===== config.mk =====
export PLATFORM = sky130hd
export DESIGN_NAME = forwarding_unit
export DESIGN_NICKNAME = d
export VERILOG_FILES = /design/src/source/mips_pkg.sv /design/src/source/forwarding_unit.sv
export SDC_FILE = /design/constraint.sdc
export NUM_CORES = 1
export LEC_CHECK = 0
export ABC_AREA = 1
export BUFFER_PORTS_ARGS = -buffer_cell sky130_fd_sc_hd__buf_4
export CAP_MARGIN = 5
export CORE_AREA = 2 2 119 121
export DETAILED_ROUTE_END_ITERATION = 12
export DIE_AREA = 0 0 121 123
export PLACE_DENSITY = 0.41
export SLEW_MARGIN = 20
export SYNTH_ARGS = -nofsm -noshare
export SYNTH_HDL_FRONTEND = slang
export SYNTH_SLANG_ARGS = --single-unit
export TNS_END_PERCENT = 10

===== constraint.sdc =====
create_clock -name vclk -period 1.9
set_input_delay 0.38 -clock vclk [all_inputs]
set_output_delay 0.38 -clock vclk [all_outputs]
set_load 0.02 [all_outputs]

===== src/source/mips_pkg.sv =====
package mips_pkg;

    localparam int XLEN        = 32;
    localparam int NB_REG_ADDR = 5;

    typedef logic [NB_REG_ADDR-1:0] reg_addr_t;
    typedef logic [XLEN-1:0]        word_t;

    // ------------------------------
    // Instruction fields
    // ------------------------------
    typedef enum logic [5:0] {
        R_TYPE = 6'h00,
        BEQ    = 6'h04,
        ADDI   = 6'h08,
        LW     = 6'h23,
        SW     = 6'h2b
    } opcode_e;

    typedef enum logic [5:0] {
        ADD = 6'h20,
        SUB = 6'h22,
        AND = 6'h24,
        OR  = 6'h25,
        SLT = 6'h2a
    } funct_e;

    typedef enum logic [2:0] {
        ALU_ADD,
        ALU_SUB,
        ALU_AND,
        ALU_OR,
        ALU_SLT
    } alu_op_e;

    // Operand source for the ALU inputs
    typedef enum logic [1:0] {
        FWD_NONE,
        FWD_MEM,
        FWD_WB
    } fwd_sel_e;

    // ------------------------------
    // Pipeline registers
    // ------------------------------
    // All-zero control is a bubble
    typedef struct packed {
        logic    reg_write;
        logic    mem_to_reg;
        logic    mem_read;
        logic    mem_write;
        logic    branch;
        logic    alu_src;
        alu_op_e alu_op;
    } ctrl_t;

    typedef struct packed {
        word_t pc_plus4;
        word_t instr;
    } if_id_t;

    typedef struct packed {
        ctrl_t     ctrl;
        word_t     pc_plus4;
        word_t     rs_data;
        word_t     rt_data;
        word_t     imm;
        reg_addr_t rs;
        reg_addr_t rt;
        reg_addr_t dest;
    } id_ex_t;

    typedef struct packed {
        ctrl_t     ctrl;
        word_t     br_target;
        word_t     alu_result;
        logic      alu_zero;
        word_t     store_data;
        reg_addr_t dest;
    } ex_mem_t;

    typedef struct packed {
        logic      reg_write;
        reg_addr_t dest;
        word_t     wdata;
    } mem_wb_t;

endpackage


===== src/source/forwarding_unit.sv =====
`timescale 1ns/1ps

module forwarding_unit (
    input  mips_pkg::id_ex_t   i_id_ex,
    input  mips_pkg::ex_mem_t  i_ex_mem,
    input  mips_pkg::mem_wb_t  i_mem_wb,
    output mips_pkg::fwd_sel_e o_fwd_a,
    output mips_pkg::fwd_sel_e o_fwd_b
);
    import mips_pkg::*;

    // MEM/WB never carries a write to register 0
    function automatic fwd_sel_e pick_source(input reg_addr_t src);
        fwd_sel_e sel;
        sel = FWD_NONE;
        if (i_mem_wb.reg_write && (i_mem_wb.dest == src)) begin
            sel = FWD_WB;
        end
        // The younger producer takes priority
        if (i_ex_mem.ctrl.reg_write && (i_ex_mem.dest != '0) && (i_ex_mem.dest == src)) begin
            sel = FWD_MEM;
        end
        return sel;
    endfunction

    always_comb begin
        o_fwd_a = pick_source(i_id_ex.rs);
        o_fwd_b = pick_source(i_id_ex.rt);
    end

    // Register 0 always reads as zero, so it is never forwarded
    always_comb begin
        a_no_fwd_reg0: assert final (((o_fwd_a == FWD_NONE) || (i_id_ex.rs != '0)) &&
                                     ((o_fwd_b == FWD_NONE) || (i_id_ex.rt != '0)));
    end

endmodule


==> impl_metrics.prom <==
# TYPE chip_impl_metric gauge
chip_impl_metric{name="seq_cell_count",unit=""} 0
chip_impl_info{name="biggest_area_contributors_in_the_synthesized_netlist",value="sky130_fd_sc_hd__nand2_1 (32%), sky130_fd_sc_hd__nor2_1 (17%), sky130_fd_sc_hd__inv_1 (13%), sky130_fd_sc_hd__xor2_1 (7.6%), sky130_fd_sc_hd__nand3_1 (5.8%)"} 1
chip_impl_metric{name="fin_crit",unit="ps"} 1576
chip_impl_metric{name="clock_buffers",unit=""} 0
chip_impl_metric{name="synth_fp_nets",unit=""} 380
chip_impl_metric{name="power_density",unit="mW/mm²"} 150.8
chip_impl_metric{name="die_h",unit="µm"} 123
chip_impl_metric{name="post-route-drc-count",unit=""} 0
chip_impl_metric{name="final-seq-area",unit="µm²"} 0
chip_impl_metric{name="tightestPinTransition",unit="ps"} 189.8
chip_impl_metric{name="core_ar",unit="mm²"} 0.01361
chip_impl_metric{name="hold_violations",unit=""} 0
chip_impl_metric{name="postSynthAreaPerCell",unit="µm²"} 4.371
chip_impl_metric{name="fin_nets",unit=""} 408
chip_impl_metric{name="cp.depth",unit=""} 9
chip_impl_metric{name="die_width",unit="µm"} 121
chip_impl_metric{name="vdd.ir_drop.worst",unit="mV"} 0.04967
chip_impl_metric{name="seq_area_frac_synth",unit=""} 0
chip_impl_metric{name="buffer_ports.inserted",unit=""} 26
chip_impl_metric{name="grt_overflow_total",unit=""} 0
chip_impl_metric{name="grt_util_met2",unit=""} 0.04249
chip_impl_metric{name="drive_gt1_frac",unit=""} 0.3048
chip_impl_metric{name="vias",unit=""} 505
chip_impl_metric{name="drv_slew",unit=""} 0
chip_impl_metric{name="max_clock_freq",unit="GHz"} 0.6346
chip_impl_metric{name="routabilityCongestion",unit=""} 0.7323
chip_impl_info{name="timing_worst_setup_path_type",value="primary input to output pin"} 1
chip_impl_metric{name="finalCritPeriodShare",unit=""} 0.8293
chip_impl_metric{name="viasPerCell",unit=""} 1.772
chip_impl_metric{name="detailedRoute.firstIterationViolations",unit=""} 15
chip_impl_metric{name="final_setup_viols",unit=""} 0
chip_impl_info{name="crit_path_start_kind",value="primary input"} 1
chip_impl_info{name="worst_hold_path_type",value="primary input to output pin"} 1
chip_impl_metric{name="first_pass_iters",unit=""} 4
chip_impl_metric{name="timing.hold.ws",unit="ps"} 1138
chip_impl_metric{name="critPathArrivalTime",unit="ps"} 1200
chip_impl_info{name="hp-start",value="i_ex_mem[110]"} 1
chip_impl_info{name="cp-startpoint",value="i_ex_mem[0]"} 1
chip_impl_metric{name="place.detailed.hpwl",unit="µm"} 1840
chip_impl_info{name="grt.busiest_layer",value="met2"} 1
chip_impl_metric{name="yosysWarningCount",unit=""} 0
chip_impl_metric{name="synth.cell_area",unit="µm²"} 345.3
chip_impl_metric{name="post_synth_inst_count",unit=""} 79
chip_impl_metric{name="p_leak",unit="nW"} 0.3531
chip_impl_metric{name="hold_depth",unit=""} 4
chip_impl_metric{name="grt_start_max_net_pins",unit=""} 5
chip_impl_metric{name="ios",unit=""} 305
chip_impl_metric{name="worstPathMaxFanout",unit=""} 3
chip_impl_metric{name="crit_required",unit="ps"} 1520
chip_impl_info{name="grt_setup_unrepaired",value="no"} 1
chip_impl_info{name="synth.top_cells.by_count",value="sky130_fd_sc_hd__nand2_1 (29), sky130_fd_sc_hd__nor2_1 (16), sky130_fd_sc_hd__inv_1 (12)"} 1
chip_impl_metric{name="area_growth",unit="%"} 121.7
chip_impl_info{name="post-synth-top-count-cell",value="sky130_fd_sc_hd__nand2_1"} 1
chip_impl_info{name="run_status",value="completed"} 1
chip_impl_metric{name="number_of_antenna_violations_at_the_first_check_in_global_routing",unit=""} 0
chip_impl_metric{name="relSlewSlack",unit=""} 0.8722
chip_impl_metric{name="global_route.usage.met1",unit=""} 0.04000
chip_impl_metric{name="std_cell_rows",unit=""} 43
chip_impl_metric{name="groute.usage.overall",unit=""} 0.02626
chip_impl_metric{name="cp.buffers_inverters",unit=""} 3
chip_impl_metric{name="power.total",unit="W"} 0.0001154
chip_impl_metric{name="cts_post_setup_buffers_inserted",unit=""} 0
chip_impl_info{name="cp_cell_sequence",value="buf_4, inv_2, nand2_1, nand2_1, nor2_1, nand3_1, nor2_2, nor2_1, buf_4"} 1
chip_impl_info{name="crit_family",value="simple AND/OR/NAND/NOR gates"} 1
chip_impl_metric{name="grt_pass1_wl",unit="µm"} 2960
chip_impl_metric{name="floorplan.initialDensity",unit=""} 0.02537
chip_impl_metric{name="detail_route.wirelength",unit="µm"} 1934
chip_impl_metric{name="synth_cell_type_count",unit=""} 14
chip_impl_info{name="synth_top_area_cell",value="sky130_fd_sc_hd__nand2_1"} 1
chip_impl_metric{name="first_global_vias",unit=""} 540
chip_impl_metric{name="total_of_max_cap_violations",unit=""} 0
chip_impl_metric{name="avgRoutedWirePerCell",unit="µm"} 6.786
chip_impl_metric{name="delay_contributed_by_the_slowest_stage_of_the_critical_path",unit="ps"} 150
chip_impl_info{name="worstSetupEndpointType",value="output pin"} 1
chip_impl_metric{name="die-area",unit="mm²"} 0.01488
chip_impl_info{name="crit_slowest_cell",value="sky130_fd_sc_hd__buf_4"} 1
chip_impl_metric{name="drt.antenna.violating_nets",unit=""} 0
chip_impl_metric{name="synth_largest_type_area_fraction",unit=""} 0.3152
chip_impl_metric{name="post_cts_resized",unit=""} 0
chip_impl_metric{name="grt_use_met3",unit=""} 0.002306
chip_impl_metric{name="totalNegativeSetupSlack",unit="ps"} 0
chip_impl_metric{name="antenna-diode-count",unit=""} 0
chip_impl_metric{name="cts_hold_buf",unit=""} 0
stage by stage:
step           setup slack, ps  cell area [µm²]     util  cells
2_1_floorplan            459.5            345.3        -     79
3_3_place_gp             333.6            765.7  0.05626    285
3_5_place_dp             306.0            765.7  0.05626    285
4_1_cts                  298.8            765.7  0.05626    285
5_1_grt                  213.2            765.7  0.05626    285
6_report                 324.2            765.7  0.05626    285
power breakdown:
group          switching (W)  internal, W  total [W]  leakage [nW]
logic              0.0000593    0.0000562   0.000115         0.353
clock network              0            0          0             0
registers                  0            0          0             0
cell type report:
class	instances	area [µm²]
Multi-Input combinational cell	64	289.0
Inverter	15	56.30
Timing Repair Buffer	26	195.2
Tap cell	180	225.2
Fill cell	1621	12850
worst paths after layout:
check,end,slack (ps)
worst min-delay path,o_fwd_b[0],1140
worst max-delay path,o_fwd_a[1],320
logic make-up after synthesis:
logic type / Yosys count / synth area share
xor+xnor: 5 / 0.1268
buf+inv: 15 / 0.1630
compound gates: 5 / 0.07607
simple gates: 54 / 0.6341
per-layer routing:
metal	vias to the layer above	share of wire
li1	289	-
met3	0	0.045
met1	198	0.55
met5	-	0
met2	18	0.41
met4	0	0
cells in the final DEF (no fill, tap or decap):
cell                      instances
sky130_fd_sc_hd__buf_4           26
sky130_fd_sc_hd__inv_1           12
sky130_fd_sc_hd__inv_2            3
sky130_fd_sc_hd__nand2_1         29
sky130_fd_sc_hd__nand2_2          1
sky130_fd_sc_hd__nand3_1          4
sky130_fd_sc_hd__nand4_1          1
sky130_fd_sc_hd__nor2_1          16
sky130_fd_sc_hd__nor2_2           2
sky130_fd_sc_hd__nor3_1           1
sky130_fd_sc_hd__o21ai_0          3
sky130_fd_sc_hd__o21ai_1          1
sky130_fd_sc_hd__o22ai_1          1
sky130_fd_sc_hd__xnor2_1          2
sky130_fd_sc_hd__xor2_1           3
Power figures use the tool's default switching activity.
