===== src/source/mips_pkg.sv =====
package mips_pkg;

    localparam int XLEN        = 32;
    localparam int NB_REG_ADDR = 5;

    typedef logic [NB_REG_ADDR-1:0] reg_addr_t;
    typedef logic [XLEN-1:0]        word_t;

    // ------------------------------
    // Instruction fields
    // ------------------------------
    typedef enum logic [5:0] {
        R_TYPE = 6'h00,
        BEQ    = 6'h04,
        ADDI   = 6'h08,
        LW     = 6'h23,
        SW     = 6'h2b
    } opcode_e;

    typedef enum logic [5:0] {
        ADD = 6'h20,
        SUB = 6'h22,
        AND = 6'h24,
        OR  = 6'h25,
        SLT = 6'h2a
    } funct_e;

    typedef enum logic [2:0] {
        ALU_ADD,
        ALU_SUB,
        ALU_AND,
        ALU_OR,
        ALU_SLT
    } alu_op_e;

    // Operand source for the ALU inputs
    typedef enum logic [1:0] {
        FWD_NONE,
        FWD_MEM,
        FWD_WB
    } fwd_sel_e;

    // ------------------------------
    // Pipeline registers
    // ------------------------------
    // All-zero control is a bubble
    typedef struct packed {
        logic    reg_write;
        logic    mem_to_reg;
        logic    mem_read;
        logic    mem_write;
        logic    branch;
        logic    alu_src;
        alu_op_e alu_op;
    } ctrl_t;

    typedef struct packed {
        word_t pc_plus4;
        word_t instr;
    } if_id_t;

    typedef struct packed {
        ctrl_t     ctrl;
        word_t     pc_plus4;
        word_t     rs_data;
        word_t     rt_data;
        word_t     imm;
        reg_addr_t rs;
        reg_addr_t rt;
        reg_addr_t dest;
    } id_ex_t;

    typedef struct packed {
        ctrl_t     ctrl;
        word_t     br_target;
        word_t     alu_result;
        logic      alu_zero;
        word_t     store_data;
        reg_addr_t dest;
    } ex_mem_t;

    typedef struct packed {
        logic      reg_write;
        reg_addr_t dest;
        word_t     wdata;
    } mem_wb_t;

endpackage


===== src/source/execute.sv =====
`timescale 1ns/1ps

module execute (
    input  logic               i_clk,
    input  logic               i_rst,
    input  mips_pkg::id_ex_t   i_id_ex,
    input  mips_pkg::mem_wb_t  i_mem_wb,
    input  mips_pkg::fwd_sel_e i_fwd_a,
    input  mips_pkg::fwd_sel_e i_fwd_b,
    input  logic               i_branch_taken,
    output mips_pkg::ex_mem_t  o_ex_mem
);
    import mips_pkg::*;

    word_t op_a;
    word_t rt_value;
    word_t op_b;
    word_t alu_result;
    word_t br_target;

    // Newer result from EX/MEM, older one from MEM/WB
    function automatic word_t forward(input fwd_sel_e sel, input word_t reg_value);
        case (sel)
            FWD_MEM: return o_ex_mem.alu_result;
            FWD_WB:  return i_mem_wb.wdata;
            default: return reg_value;
        endcase
    endfunction

    always_comb begin
        op_a     = forward(i_fwd_a, i_id_ex.rs_data);
        rt_value = forward(i_fwd_b, i_id_ex.rt_data);
    end

    assign op_b = i_id_ex.ctrl.alu_src ? i_id_ex.imm : rt_value;

    // ------------------------------
    // ALU
    // ------------------------------
    always_comb begin
        case (i_id_ex.ctrl.alu_op)
            ALU_ADD: alu_result = op_a + op_b;
            ALU_SUB: alu_result = op_a - op_b;
            ALU_AND: alu_result = op_a & op_b;
            ALU_OR:  alu_result = op_a | op_b;
            ALU_SLT: alu_result = {{(XLEN-1){1'b0}}, ($signed(op_a) < $signed(op_b))};
            default: alu_result = '0;
        endcase
    end

    assign br_target = i_id_ex.pc_plus4 + {i_id_ex.imm[XLEN-3:0], 2'b00};

    always_ff @(posedge i_clk) begin
        if (!i_rst || i_branch_taken) begin
            o_ex_mem <= '0;
        end else begin
            o_ex_mem.ctrl       <= i_id_ex.ctrl;
            o_ex_mem.br_target  <= br_target;
            o_ex_mem.alu_result <= alu_result;
            o_ex_mem.alu_zero   <= (alu_result == '0);
            // Store data sees the same forwarding as operand B
            o_ex_mem.store_data <= rt_value;
            o_ex_mem.dest       <= i_id_ex.dest;
        end
    end

endmodule


===== config.mk =====
export PLATFORM = sky130hd
export DESIGN_NAME = execute
export DESIGN_NICKNAME = d
export VERILOG_FILES = /design/src/source/mips_pkg.sv /design/src/source/execute.sv
export SDC_FILE = /design/constraint.sdc
export NUM_CORES = 1
export LEC_CHECK = 0
export BUFFER_PORTS_ARGS = -buffer_cell sky130_fd_sc_hd__buf_2
export CAP_MARGIN = 15
export CELL_PAD_IN_SITES_DETAIL_PLACEMENT = 2
export CELL_PAD_IN_SITES_GLOBAL_PLACEMENT = 2
export CORE_MARGIN = 3
export CORE_UTILIZATION = 27
export DETAILED_ROUTE_END_ITERATION = 8
export GPL_ROUTABILITY_DRIVEN = 1
export PLACE_DENSITY = 0.9
export SKIP_CTS_REPAIR_TIMING = 1
export SYNTH_ARGS = -nofsm -noshare
export SYNTH_HDL_FRONTEND = slang
export SYNTH_SLANG_ARGS = --single-unit

===== constraint.sdc =====
create_clock -name i_clk -period 4.25 [get_ports i_clk]
set_input_delay 0.2125 -clock i_clk [delete_from_list [all_inputs] [get_ports i_clk]]
set_output_delay 0.2125 -clock i_clk [all_outputs]
set_load 0.1 [all_outputs]

==> impl_metrics.csv <==
group,metric,value,unit
status,status,"finished with violations",
status,violations,"setup timing",
cts,tritoncts,"built",
finish,biggestRegsByFlops,"o_ex_mem: 111 flops",
grt,grt_pass1_vias,16367,
sta,post-route-period-util,132,%
worst_setup_path,crit_type,"in2reg",
synth,synth_nets,1794,
route,finalWirelength,88900,um
sta,skew,10.5,ps
route,initialDrtViolationCount,1430,
placement,placed_cell_area,14700,um^2
synth,yosysUniqueCellTypes,82,
pwr,seqPwrFrac,19.7,%
die,io_pins,308,
cts,cts_made_buffers,9,
synth,synth_edf_count,0,
sta,hold_violations,0,
worst_setup_path,crit_family,"compound AO/OA/AOI/OAI gates",
synth,syn-cell-area,10700,um^2
cts,cts_buffer_depth,2,
worst_setup_path,r2r_start,"o_ex_mem[48]",
finish,drive_gt1_share,39.9,%
placement,dp_cells,2485,
finish,layoutNonFillerInstCount,2542,
pwr,p_sw,0.00296,W
pwr,internal-power,0.00283,W
die,start_util,27.5,%
finish,top_register,"o_ex_mem",
cts,clkSinkCount,111,
sta,worst_pin_slew,1230,ps
route,drcViolationCount,0,
synth,async_flop_share,0,%
sta,tns,-9360,ps
sta,setup_viol,20,
worst_setup_path,cp-start-kind,"input port",
sta,slew_violations,0,
pwr,p_clk_share,18.4,%
sta,fin_crit,5620,ps
finish,area_delta_synth_final,50.7,%
synth,yosys.area.top_type,"dfxtp_1",
synth,avgSynthCellArea,7.37,um^2
finish,nNetsFinal,2350,
cts,cts_root_buffer,"clkbuf_16",
synth,synthTopCellsByArea,"dfxtp_1 (21%), ha_1 (16%), nor2_1 (7.0%)",
worst_setup_path,worstPathMaxFanout,8,
sta,maxSlewHeadroom,18.3,%
grt,grt_max_degree,87,
pwr,p_comb_share,61.9,%
placement,hpwlAfterDp,56000,um
synth,syn_inst,1455,
grt,grt_pass1_wl,103000,um
placement,portBuffers,291,
synth,ys_warn_count,0,
cts,clk_pin_slew,100,ps
placement,gp_congestion,0.935,
worst_setup_path,crit_start,"i_fwd_b[0]",
route,dr.pass1.iters,5,
route,via_per_inst,6.28,
synth,synth_ff_type,"dfxtp_1",
worst_setup_path,crit_required,4550,ps
worst_setup_path,cp_cell_sequence,"buf_2 -> inv_1 -> ha_4 -> buf_4 -> a22oi_1 -> nor2_1 -> a21oi_2 -> o21ai_1 -> ha_2 -> o21ai_0 -> nor2_1 -> o41ai_4 -> a211oi_4 -> buf_4 -> o2111ai_1 -> o31ai_1 -> nor3_1 -> buf_4 -> and4_4 -> and4_4 -> and4b_1 -> nand4_1 -> nor4_4",
synth,synth-seq-area-share,20.7,%
grt,overflow,0,
die,dieArea,42100,um^2
cts,clk_latency,410,ps
route,vias,15959,
die,core,38900,um^2
grt,antenna_found_initial,6,
worst_setup_path,r2r_cells,19,
die,std_cell_rows,72,
die,die_height,205,um
sta,rsz0062_at_grt,"yes",
route,wire_per_inst,35.0,um
finish,final_util,41.5,%
pwr,leakage,7.68,nW
worst_setup_path,cp_common_cell,"buf_4",
worst_setup_path,r2r_slack,-1310,ps
worst_setup_path,critPathCapture,"o_ex_mem[37]",
sta,final_critical_path_setup_slack,-1370,ps
synth,ys_ff_latch,111,
pwr,vdd_ir_drop_max,218,uV
pwr,switching_share,51.2,%
synth,yosysTopAreaCellShare,20.7,%
grt,grt_usage,32.4,%
route,ant_nets,0,
finish,largest_reg_flops,111,
pwr,power.total,0.00579,W
worst_setup_path,critPathCaptureType,"flip-flop",
worst_setup_path,cp_num_buf_inv,5,
flow_run,drv_cap,0,
sta,max_freq,178,MHz
finish,fin_area,16100,um^2
worst_setup_path,arrival,5920,ps
worst_setup_path,cpMaxStageDelayCell,"o21ai_1",
pwr,powerDensity,359,nW/um^2
hold_path,min_path_type,"in2reg",
cts,cts_max_level,3,
worst_setup_path,reg2reg_to,"o_ex_mem[37]",
worst_setup_path,cp_slowest_stage_delay,720,ps
hold_path,min_delay_path_depth,2,
die,die_w,205,um
worst_setup_path,worst-path-stages,23,
-- layout by cell type, fill, tap and decap left out, types with 18 or more instances in the layout --
master,n
and2_1,24
xor2_1,18
nor2_1,194
ha_1,123
a21oi_2,24
o21ai_0,88
xnor2_1,22
a21oi_1,89
a21o_1,22
nand2_1,115
nor3_1,39
a22oi_1,55
o21ai_1,26
buf_4,332
inv_1,103
buf_2,291
dfxtp_1,103
-- logic make-up after synthesis --
logic type                 after synthesis  synth area share [%]
adders and majority gates              142                  16.8
AOI/OAI and AO/OA                      464                  28.1
and+or+nand+nor                        493                  21.2
buffers and inverters                  193                  8.70
muxes                                   10                  1.05
xor gates and xnor gates                42                  3.43
DFF                                    111                  20.7
-- worst min-delay path by stage --
stage	from	to
after CTS	i_id_ex[150]	o_ex_mem[109]
after global routing	i_id_ex[111]	o_ex_mem[70]
after floorplan	i_id_ex[0]	o_ex_mem[0]
final	i_id_ex[4]	o_ex_mem[4]
after global placement	i_id_ex[4]	o_ex_mem[4]
after detailed placement	i_id_ex[111]	o_ex_mem[70]
-- power groups by stage --
stage          logic, W  clock network, W  registers [W]
5_1_grt         0.00366           0.00111        0.00114
3_5_place_dp    0.00287                 0        0.00115
3_3_place_gp    0.00259                 0        0.00115
4_1_cts         0.00293           0.00106        0.00113
2_1_floorplan   0.00117                 0        0.00156
6_report        0.00358           0.00107        0.00114
-- metal layers --
metal  share of wire, %  up-vias  global-route usage, %  wire length [um]
met3                8.9      694                   7.17              7890
li1                   -     6252                      -                 -
met1                 32     7695                   32.9             28300
met2                 47     1316                   57.4             41800
met5              0.015        -                      0                13
met4                 12        2                   25.3             10900
-- metrics by stage --
stage,hold WS [ps],worst slack [ps]
2_1_floorplan,334,12.2
3_3_place_gp,410,-657
3_5_place_dp,418,-1290
4_1_cts,0.649,-1030
5_1_grt,12.9,-1310
6_report,17.6,-1370
-- cell type report --
class	instances	area, um^2
Antenna cell	8	20.0
Clock buffer	9	225
Clock inverter	7	105
Fill cell	4432	22800
Inverter	105	398
Multi-Input combinational cell	1151	8420
Sequential cell	111	2230
Tap cell	518	648
Timing Repair Buffer	633	4100
-- synth_stat cells (5+ instances only) --
library cell	count
o31ai_1	8
nor2_1	199
nor4_1	8
o211ai_1	9
and4_1	6
o22ai_1	5
or3_1	10
o21ai_0	117
clkbuf_1	53
nor2b_1	18
a311oi_1	5
xor2_1	18
nor3_1	43
ha_1	139
a22oi_1	67
mux2i_1	9
and2_1	24
clkbuf_8	17
a211oi_1	19
a31oi_1	16
nand4_1	7
o21a_1	16
inv_1	105
a21o_1	22
buf_1	9
nand2_1	118
nand2b_1	16
o21bai_1	7
dfxtp_1	111
a21oi_1	113
o21ai_1	6
a2111oi_0	6
nand3_1	19
xnor2_1	24
No activity file was read; power rests on OpenSTA's default activity.
