[config.mk]
export PLATFORM = sky130hd
export DESIGN_NAME = instruction_decode
export DESIGN_NICKNAME = d
export VERILOG_FILES = /design/src/source/mips_pkg.sv /design/src/source/instruction_decode.sv
export SDC_FILE = /design/constraint.sdc
export NUM_CORES = 2
export LEC_CHECK = 0
export BUFFER_PORTS_ARGS = -buffer_cell sky130_fd_sc_hd__buf_4
export CORE_UTILIZATION = 55
export CTS_CLUSTER_SIZE = 40
export DETAILED_ROUTE_END_ITERATION = 6
export GPL_ROUTABILITY_DRIVEN = 0
export PLACE_DENSITY = 0.76
export SLEW_MARGIN = 20
export SYNTH_ARGS = -nofsm -noshare
export SYNTH_HDL_FRONTEND = slang
export SYNTH_SLANG_ARGS = --single-unit
export TNS_END_PERCENT = 50
[constraint.sdc]
create_clock -name i_clk -period 4.1 [get_ports i_clk]
set_input_delay 0.205 -clock i_clk [delete_from_list [all_inputs] [get_ports i_clk]]
set_output_delay 0.205 -clock i_clk [all_outputs]
set_load 0.005 [all_outputs]
[src/source/mips_pkg.sv]
package mips_pkg;

    localparam int XLEN        = 32;
    localparam int NB_REG_ADDR = 5;

    typedef logic [NB_REG_ADDR-1:0] reg_addr_t;
    typedef logic [XLEN-1:0]        word_t;

    // ------------------------------
    // Instruction fields
    // ------------------------------
    typedef enum logic [5:0] {
        R_TYPE = 6'h00,
        BEQ    = 6'h04,
        ADDI   = 6'h08,
        LW     = 6'h23,
        SW     = 6'h2b
    } opcode_e;

    typedef enum logic [5:0] {
        ADD = 6'h20,
        SUB = 6'h22,
        AND = 6'h24,
        OR  = 6'h25,
        SLT = 6'h2a
    } funct_e;

    typedef enum logic [2:0] {
        ALU_ADD,
        ALU_SUB,
        ALU_AND,
        ALU_OR,
        ALU_SLT
    } alu_op_e;

    // Operand source for the ALU inputs
    typedef enum logic [1:0] {
        FWD_NONE,
        FWD_MEM,
        FWD_WB
    } fwd_sel_e;

    // ------------------------------
    // Pipeline registers
    // ------------------------------
    // All-zero control is a bubble
    typedef struct packed {
        logic    reg_write;
        logic    mem_to_reg;
        logic    mem_read;
        logic    mem_write;
        logic    branch;
        logic    alu_src;
        alu_op_e alu_op;
    } ctrl_t;

    typedef struct packed {
        word_t pc_plus4;
        word_t instr;
    } if_id_t;

    typedef struct packed {
        ctrl_t     ctrl;
        word_t     pc_plus4;
        word_t     rs_data;
        word_t     rt_data;
        word_t     imm;
        reg_addr_t rs;
        reg_addr_t rt;
        reg_addr_t dest;
    } id_ex_t;

    typedef struct packed {
        ctrl_t     ctrl;
        word_t     br_target;
        word_t     alu_result;
        logic      alu_zero;
        word_t     store_data;
        reg_addr_t dest;
    } ex_mem_t;

    typedef struct packed {
        logic      reg_write;
        reg_addr_t dest;
        word_t     wdata;
    } mem_wb_t;

endpackage

[src/source/instruction_decode.sv]
`timescale 1ns/1ps

module instruction_decode (
    input  logic              i_clk,
    input  logic              i_rst,
    input  mips_pkg::if_id_t  i_if_id,
    input  mips_pkg::id_ex_t  i_id_ex_prev,
    input  mips_pkg::mem_wb_t i_mem_wb,
    input  logic              i_branch_taken,
    output mips_pkg::id_ex_t  o_id_ex,
    output logic              o_stall
);
    import mips_pkg::*;

    localparam int NUM_REGS = 2 ** NB_REG_ADDR;

    opcode_e   opcode;
    funct_e    funct;
    reg_addr_t rs;
    reg_addr_t rt;
    reg_addr_t rd;
    reg_addr_t dest;
    word_t     imm;
    word_t     rs_data;
    word_t     rt_data;
    ctrl_t     ctrl;
    word_t     regs [NUM_REGS];

    assign opcode = opcode_e'(i_if_id.instr[31:26]);
    assign funct  = funct_e'(i_if_id.instr[5:0]);
    assign rs     = i_if_id.instr[25:21];
    assign rt     = i_if_id.instr[20:16];
    assign rd     = i_if_id.instr[15:11];
    assign imm    = {{(XLEN-16){i_if_id.instr[15]}}, i_if_id.instr[15:0]};
    assign dest   = (opcode == R_TYPE) ? rd : rt;

    // ------------------------------
    // Control decoder
    // ------------------------------
    always_comb begin
        ctrl = '0;
        case (opcode)
            R_TYPE: begin
                ctrl.reg_write = 1'b1;
                case (funct)
                    ADD:     ctrl.alu_op = ALU_ADD;
                    SUB:     ctrl.alu_op = ALU_SUB;
                    AND:     ctrl.alu_op = ALU_AND;
                    OR:      ctrl.alu_op = ALU_OR;
                    SLT:     ctrl.alu_op = ALU_SLT;
                    // Unknown funct, including the all-zero word
                    default: ctrl = '0;
                endcase
            end
            ADDI: begin
                ctrl.reg_write = 1'b1;
                ctrl.alu_src   = 1'b1;
            end
            LW: begin
                ctrl.reg_write  = 1'b1;
                ctrl.mem_to_reg = 1'b1;
                ctrl.mem_read   = 1'b1;
                ctrl.alu_src    = 1'b1;
            end
            SW: begin
                ctrl.mem_write = 1'b1;
                ctrl.alu_src   = 1'b1;
            end
            BEQ: begin
                ctrl.branch = 1'b1;
                ctrl.alu_op = ALU_SUB;
            end
            default: ctrl = '0;
        endcase
    end

    // ------------------------------
    // Register file
    // ------------------------------
    always_ff @(posedge i_clk) begin
        if (!i_rst) begin
            for (int i = 0; i < NUM_REGS; i++) begin
                regs[i] <= '0;
            end
        end else if (i_mem_wb.reg_write && (i_mem_wb.dest != '0)) begin
            regs[i_mem_wb.dest] <= i_mem_wb.wdata;
        end
    end

    // Write-back value passes straight through to a read of the same register
    function automatic word_t read_reg(input reg_addr_t addr);
        word_t value;
        value = regs[addr];
        if (i_mem_wb.reg_write && (i_mem_wb.dest == addr) && (addr != '0)) begin
            value = i_mem_wb.wdata;
        end
        return value;
    endfunction

    always_comb begin
        rs_data = read_reg(rs);
        rt_data = read_reg(rt);
    end

    // Load in EX feeding this instruction
    assign o_stall = i_id_ex_prev.ctrl.mem_read && (i_id_ex_prev.dest != '0) &&
                     ((i_id_ex_prev.dest == rs) || (i_id_ex_prev.dest == rt));

    always_ff @(posedge i_clk) begin
        if (!i_rst || i_branch_taken || o_stall) begin
            o_id_ex <= '0;
        end else begin
            o_id_ex.ctrl     <= ctrl;
            o_id_ex.pc_plus4 <= i_if_id.pc_plus4;
            o_id_ex.rs_data  <= rs_data;
            o_id_ex.rt_data  <= rt_data;
            o_id_ex.imm      <= imm;
            o_id_ex.rs       <= rs;
            o_id_ex.rt       <= rt;
            o_id_ex.dest     <= dest;
        end
    end

    // Load-use stall lasts a single cycle
    a_stall_one_cycle: assert property (@(posedge i_clk) disable iff (!i_rst)
        o_stall |=> !o_stall);

endmodule

==> out/results.ini <==
[layout]
multi_input_area_um2 = 25000
area_growth_pct = 14.7
drive_above_1_share = 0.260
seqCellArea_um2 = 33500
fillerInstances = 7662
finish.utilization = 0.640
fin_nets = 4730

[sta]
worstMarginPinSlew_ps = 1140
drv_slew = 0
fmax_mhz = 364
rsz0062_at_grt = false
setup_viol = 0
timing.setup.tns_ps = 0
slew_headroom = 0.238
fin_worst_skew_ps = 23.2
report.final.hold_viol_count = 0
fin_crit_ps = 2750
min_period_over_period = 0.670
holdWs_ps = 31.4

[grt]
grt_max_degree = 80
grtUsageTotal = 0.375
antenna_found_initial = 22
grt_pass1_vias = 41604
overflow = 0
grt_pass1_wl_mm = 294

[die]
dieArea_um2 = 111000
start_util = 0.558
ios = 410
die-width_um = 333
core_um2 = 108000
dieHeight_um = 333
num_rows = 120

[clock_network]
h-tree-depth = 3
post_cts_buffers = 0
cts_max_path_buffers = 3
cts_num_sinks = 1159
worstSkewPairLatency_ps = 730
cts_tree = done
clk_pin_slew_worst_paths_ps = 60
ctsResizeCount = 0
clock-root-buffer = clkbuf_16
cts_buffers = 117
postCtsHoldBufs = 85

[place]
portBuffers = 263
hpwlAfterDp_mm = 128

[logic_synthesis]
synth_cell_types = 67
synth_compound_area_frac = 0.0595
synthMuxAreaShare = 0.204
synth_top_family_by_area = multiplexers
synthCells = 4243
synth_xor_area_frac = 0.00291
synth_flop_cell = edfxtp_1
yosysWarnings = 0
avgSynthCellArea_um2 = 14.2
synth_simple_gate_area_share = 0.137
synth-edff-count = 1024
synth-seq-cells = 1159
synth_area_um2 = 60200
async_reset_ff_frac = 0
synthAdderAreaFrac = 0
yosysSeqAreaShare = 0.556

[detailed_routing]
wl_mm = 209
vias = 42156
via_per_inst = 7.05
wire_per_inst_um = 35.0
drcViolationCount = 0
drt_iter0_drc = 7292
dr.pass1.iters = 6
detail-route-antenna-nets = 0

[worst_setup_path]
crit_type = in -> reg
crit_path_cell_trace = dlygate4sd3_1 > buf_8 > and2_2 > buf_4 > a221oi_1 > a21o_1 > o311ai_0 > a311oi_1
cp_data_required_time_ps = 4710
max_stage_delay_ps = 660
r2r_start = regs[15][29]$_SDFFCE_PN0P_
end_kind = register
arrival_ps = 3360
crit_slowest_cell = a221oi_1
reg2reg_setup_slack_ps = 1560
path_max_fanout = 27
start_kind = primary input
worst-r2r-cell-count = 5
timing.rr.end = o_id_ex[76]$_SDFF_PP0_

[power]
cellPowerDensity_nw_per_um2 = 409
power_leakage_uw = 0.0251
vdd_drop_max_v = 0.000489
total_power_uw = 28200

[hold_path]
hold_class = in -> reg
hold_depth = 2
min_to = regs[24][23]$_SDFFCE_PN0P_
worstHoldStart = i_mem_wb[23]

[status]
status = finished, final reports clean

[run]
drv_cap = 0

-- through the flow --
stage               cells  area [um2]  setup slack [ps]
floorplan            4274       60300               148
global placement     5671       64200              1040
detailed placement   5672       64200              1040
CTS                  5976       69000              1530
global route         5978       69000              1390
finish               5982       69000              1350
-- power breakdown --
part	switching (uW)	total, uW	internal (uW)
Clock	4680	11000	6290
Combinational	2010	3460	1450
Sequential	342	13800	13500
-- cell usage in the layout, fill, tap and decap left out, types with 12 or more instances in the layout --
master         Yosys  layout
a21o_1            15      15
a21oi_1           38      38
a221o_1           35      35
a221oi_1          57      57
a221oi_2          16      16
a22oi_1           12      12
a311oi_1          37      37
and2_1          1051    1050
buf_12            13      41
buf_4             35     411
bufinv_16          0      12
clkbuf_1         281      20
clkbuf_16          0     120
clkinv_1           2      13
clkinv_2           0      31
conb_1             1      32
dfxtp_1          135     135
dlygate4sd3_1      0      85
edfxtp_1        1024    1024
mux2_2            80      80
mux2i_1          303     303
mux4_1            18      18
mux4_2           350     350
nand2_1           45      45
nand2b_1          32      31
nand3_1           19      17
nand3b_1          20      20
nor2_1           130      98
nor2_4             0      32
nor3_1            42      42
o21ai_0           76      45
o21ai_4            0      32
o221ai_1          35      35
o22a_1            15      15
o22ai_1           29      29
o311ai_0          12      12
o31ai_1           13      13
xor2_1            20      20
-- Yosys cell counts (all sizes together), types with 3 or more instances --
| cell | number | area share |
|---|---|---|
| nand4 | 5 | 0.00052 |
| o311ai | 12 | 0.0017 |
| nor2 | 131 | 0.0082 |
| a21o | 15 | 0.0019 |
| a21boi | 4 | 0.00050 |
| a31oi | 3 | 0.00031 |
| or2 | 4 | 0.00042 |
| a21oi | 38 | 0.0032 |
| dfxtp | 135 | 0.045 |
| xor2 | 20 | 0.0029 |
| nor3 | 42 | 0.0035 |
| nand2b | 32 | 0.0033 |
| and3 | 4 | 0.00042 |
| nor2b | 8 | 0.00083 |
| mux2i | 303 | 0.050 |
| nand3b | 20 | 0.0025 |
| clkbuf | 282 | 0.018 |
| o21bai | 4 | 0.00050 |
| a221o | 35 | 0.0058 |
| a211oi | 5 | 0.00071 |
| o221ai | 35 | 0.0051 |
| o31ai | 13 | 0.0016 |
| a211o | 11 | 0.0016 |
| nand4b | 3 | 0.00044 |
| a221oi | 73 | 0.012 |
| o21ai | 87 | 0.0072 |
| o21a | 5 | 0.00062 |
| o221a | 11 | 0.0021 |
| or3 | 11 | 0.0011 |
| a22oi | 12 | 0.0015 |
| and2 | 1051 | 0.11 |
| edfxtp | 1024 | 0.51 |
| nand2 | 45 | 0.0028 |
| o22a | 15 | 0.0022 |
| nand3 | 19 | 0.0016 |
| o311a | 9 | 0.0015 |
| o22ai | 29 | 0.0030 |
| mux2 | 80 | 0.015 |
| nor4 | 4 | 0.00052 |
| a311oi | 37 | 0.0054 |
| buf | 181 | 0.023 |
| mux4 | 368 | 0.14 |
-- cells by family (layout without fill, tap and decap cells) --
logic type / Yosys count / in the layout
and+or+nand+nor: 1387 / 1387
DFF: 1159 / 1159
muxes: 751 / 751
buffers and inverters: 467 / 766
AOI/OAI and AO/OA: 458 / 458
xor gates and xnor gates: 20 / 20
other: 1 / 38
-- registers in the layout (all words and copies together), names as in the netlist --
signal	cells
o_id_ex	135
regs	1024
-- worst max-delay path, delay by kind of cell --
family          cells  cell delay (ps)
simple gates        1              510
buf+inv             3             1150
compound gates      4             1450
-- area by class of cell --
cell class                      count  area share
Sequential cell                  1159       0.485
Antenna cell                        6    0.000218
Tap cell                         1403      0.0254
Timing Repair Buffer              543      0.0704
Inverter                            4    0.000254
Clock inverter                     68     0.00986
Multi-Input combinational cell   2648       0.362
Clock buffer                      151      0.0467
-- worst max path at each step --
stage | start | endpoint | slack, ps | cells after the start
floorplan | i_mem_wb[32] | regs[24][0]$_SDFFCE_PN0P_ | 150 | 4
global placement | i_rst | regs[16][23]$_SDFFCE_PN0P_ | 1040 | 5
detailed placement | i_rst | regs[12][18]$_SDFFCE_PN0P_ | 1040 | 7
CTS | i_if_id[22] | o_id_ex[86]$_SDFF_PP0_ | 1530 | 8
global route | i_if_id[22] | o_id_ex[86]$_SDFF_PP0_ | 1390 | 8
finish | i_if_id[22] | o_id_ex[86]$_SDFF_PP0_ | 1350 | 8
-- metal layers --
metal,up-vias,part of all wire,global-route usage
li1,16568,-,-
met2,3876,0.43,0.558
met4,16,0.072,0.222
met1,20780,0.33,0.473
met5,-,0.00082,0
met3,916,0.16,0.132
Note: power is estimated with default switching activity, not from simulation.
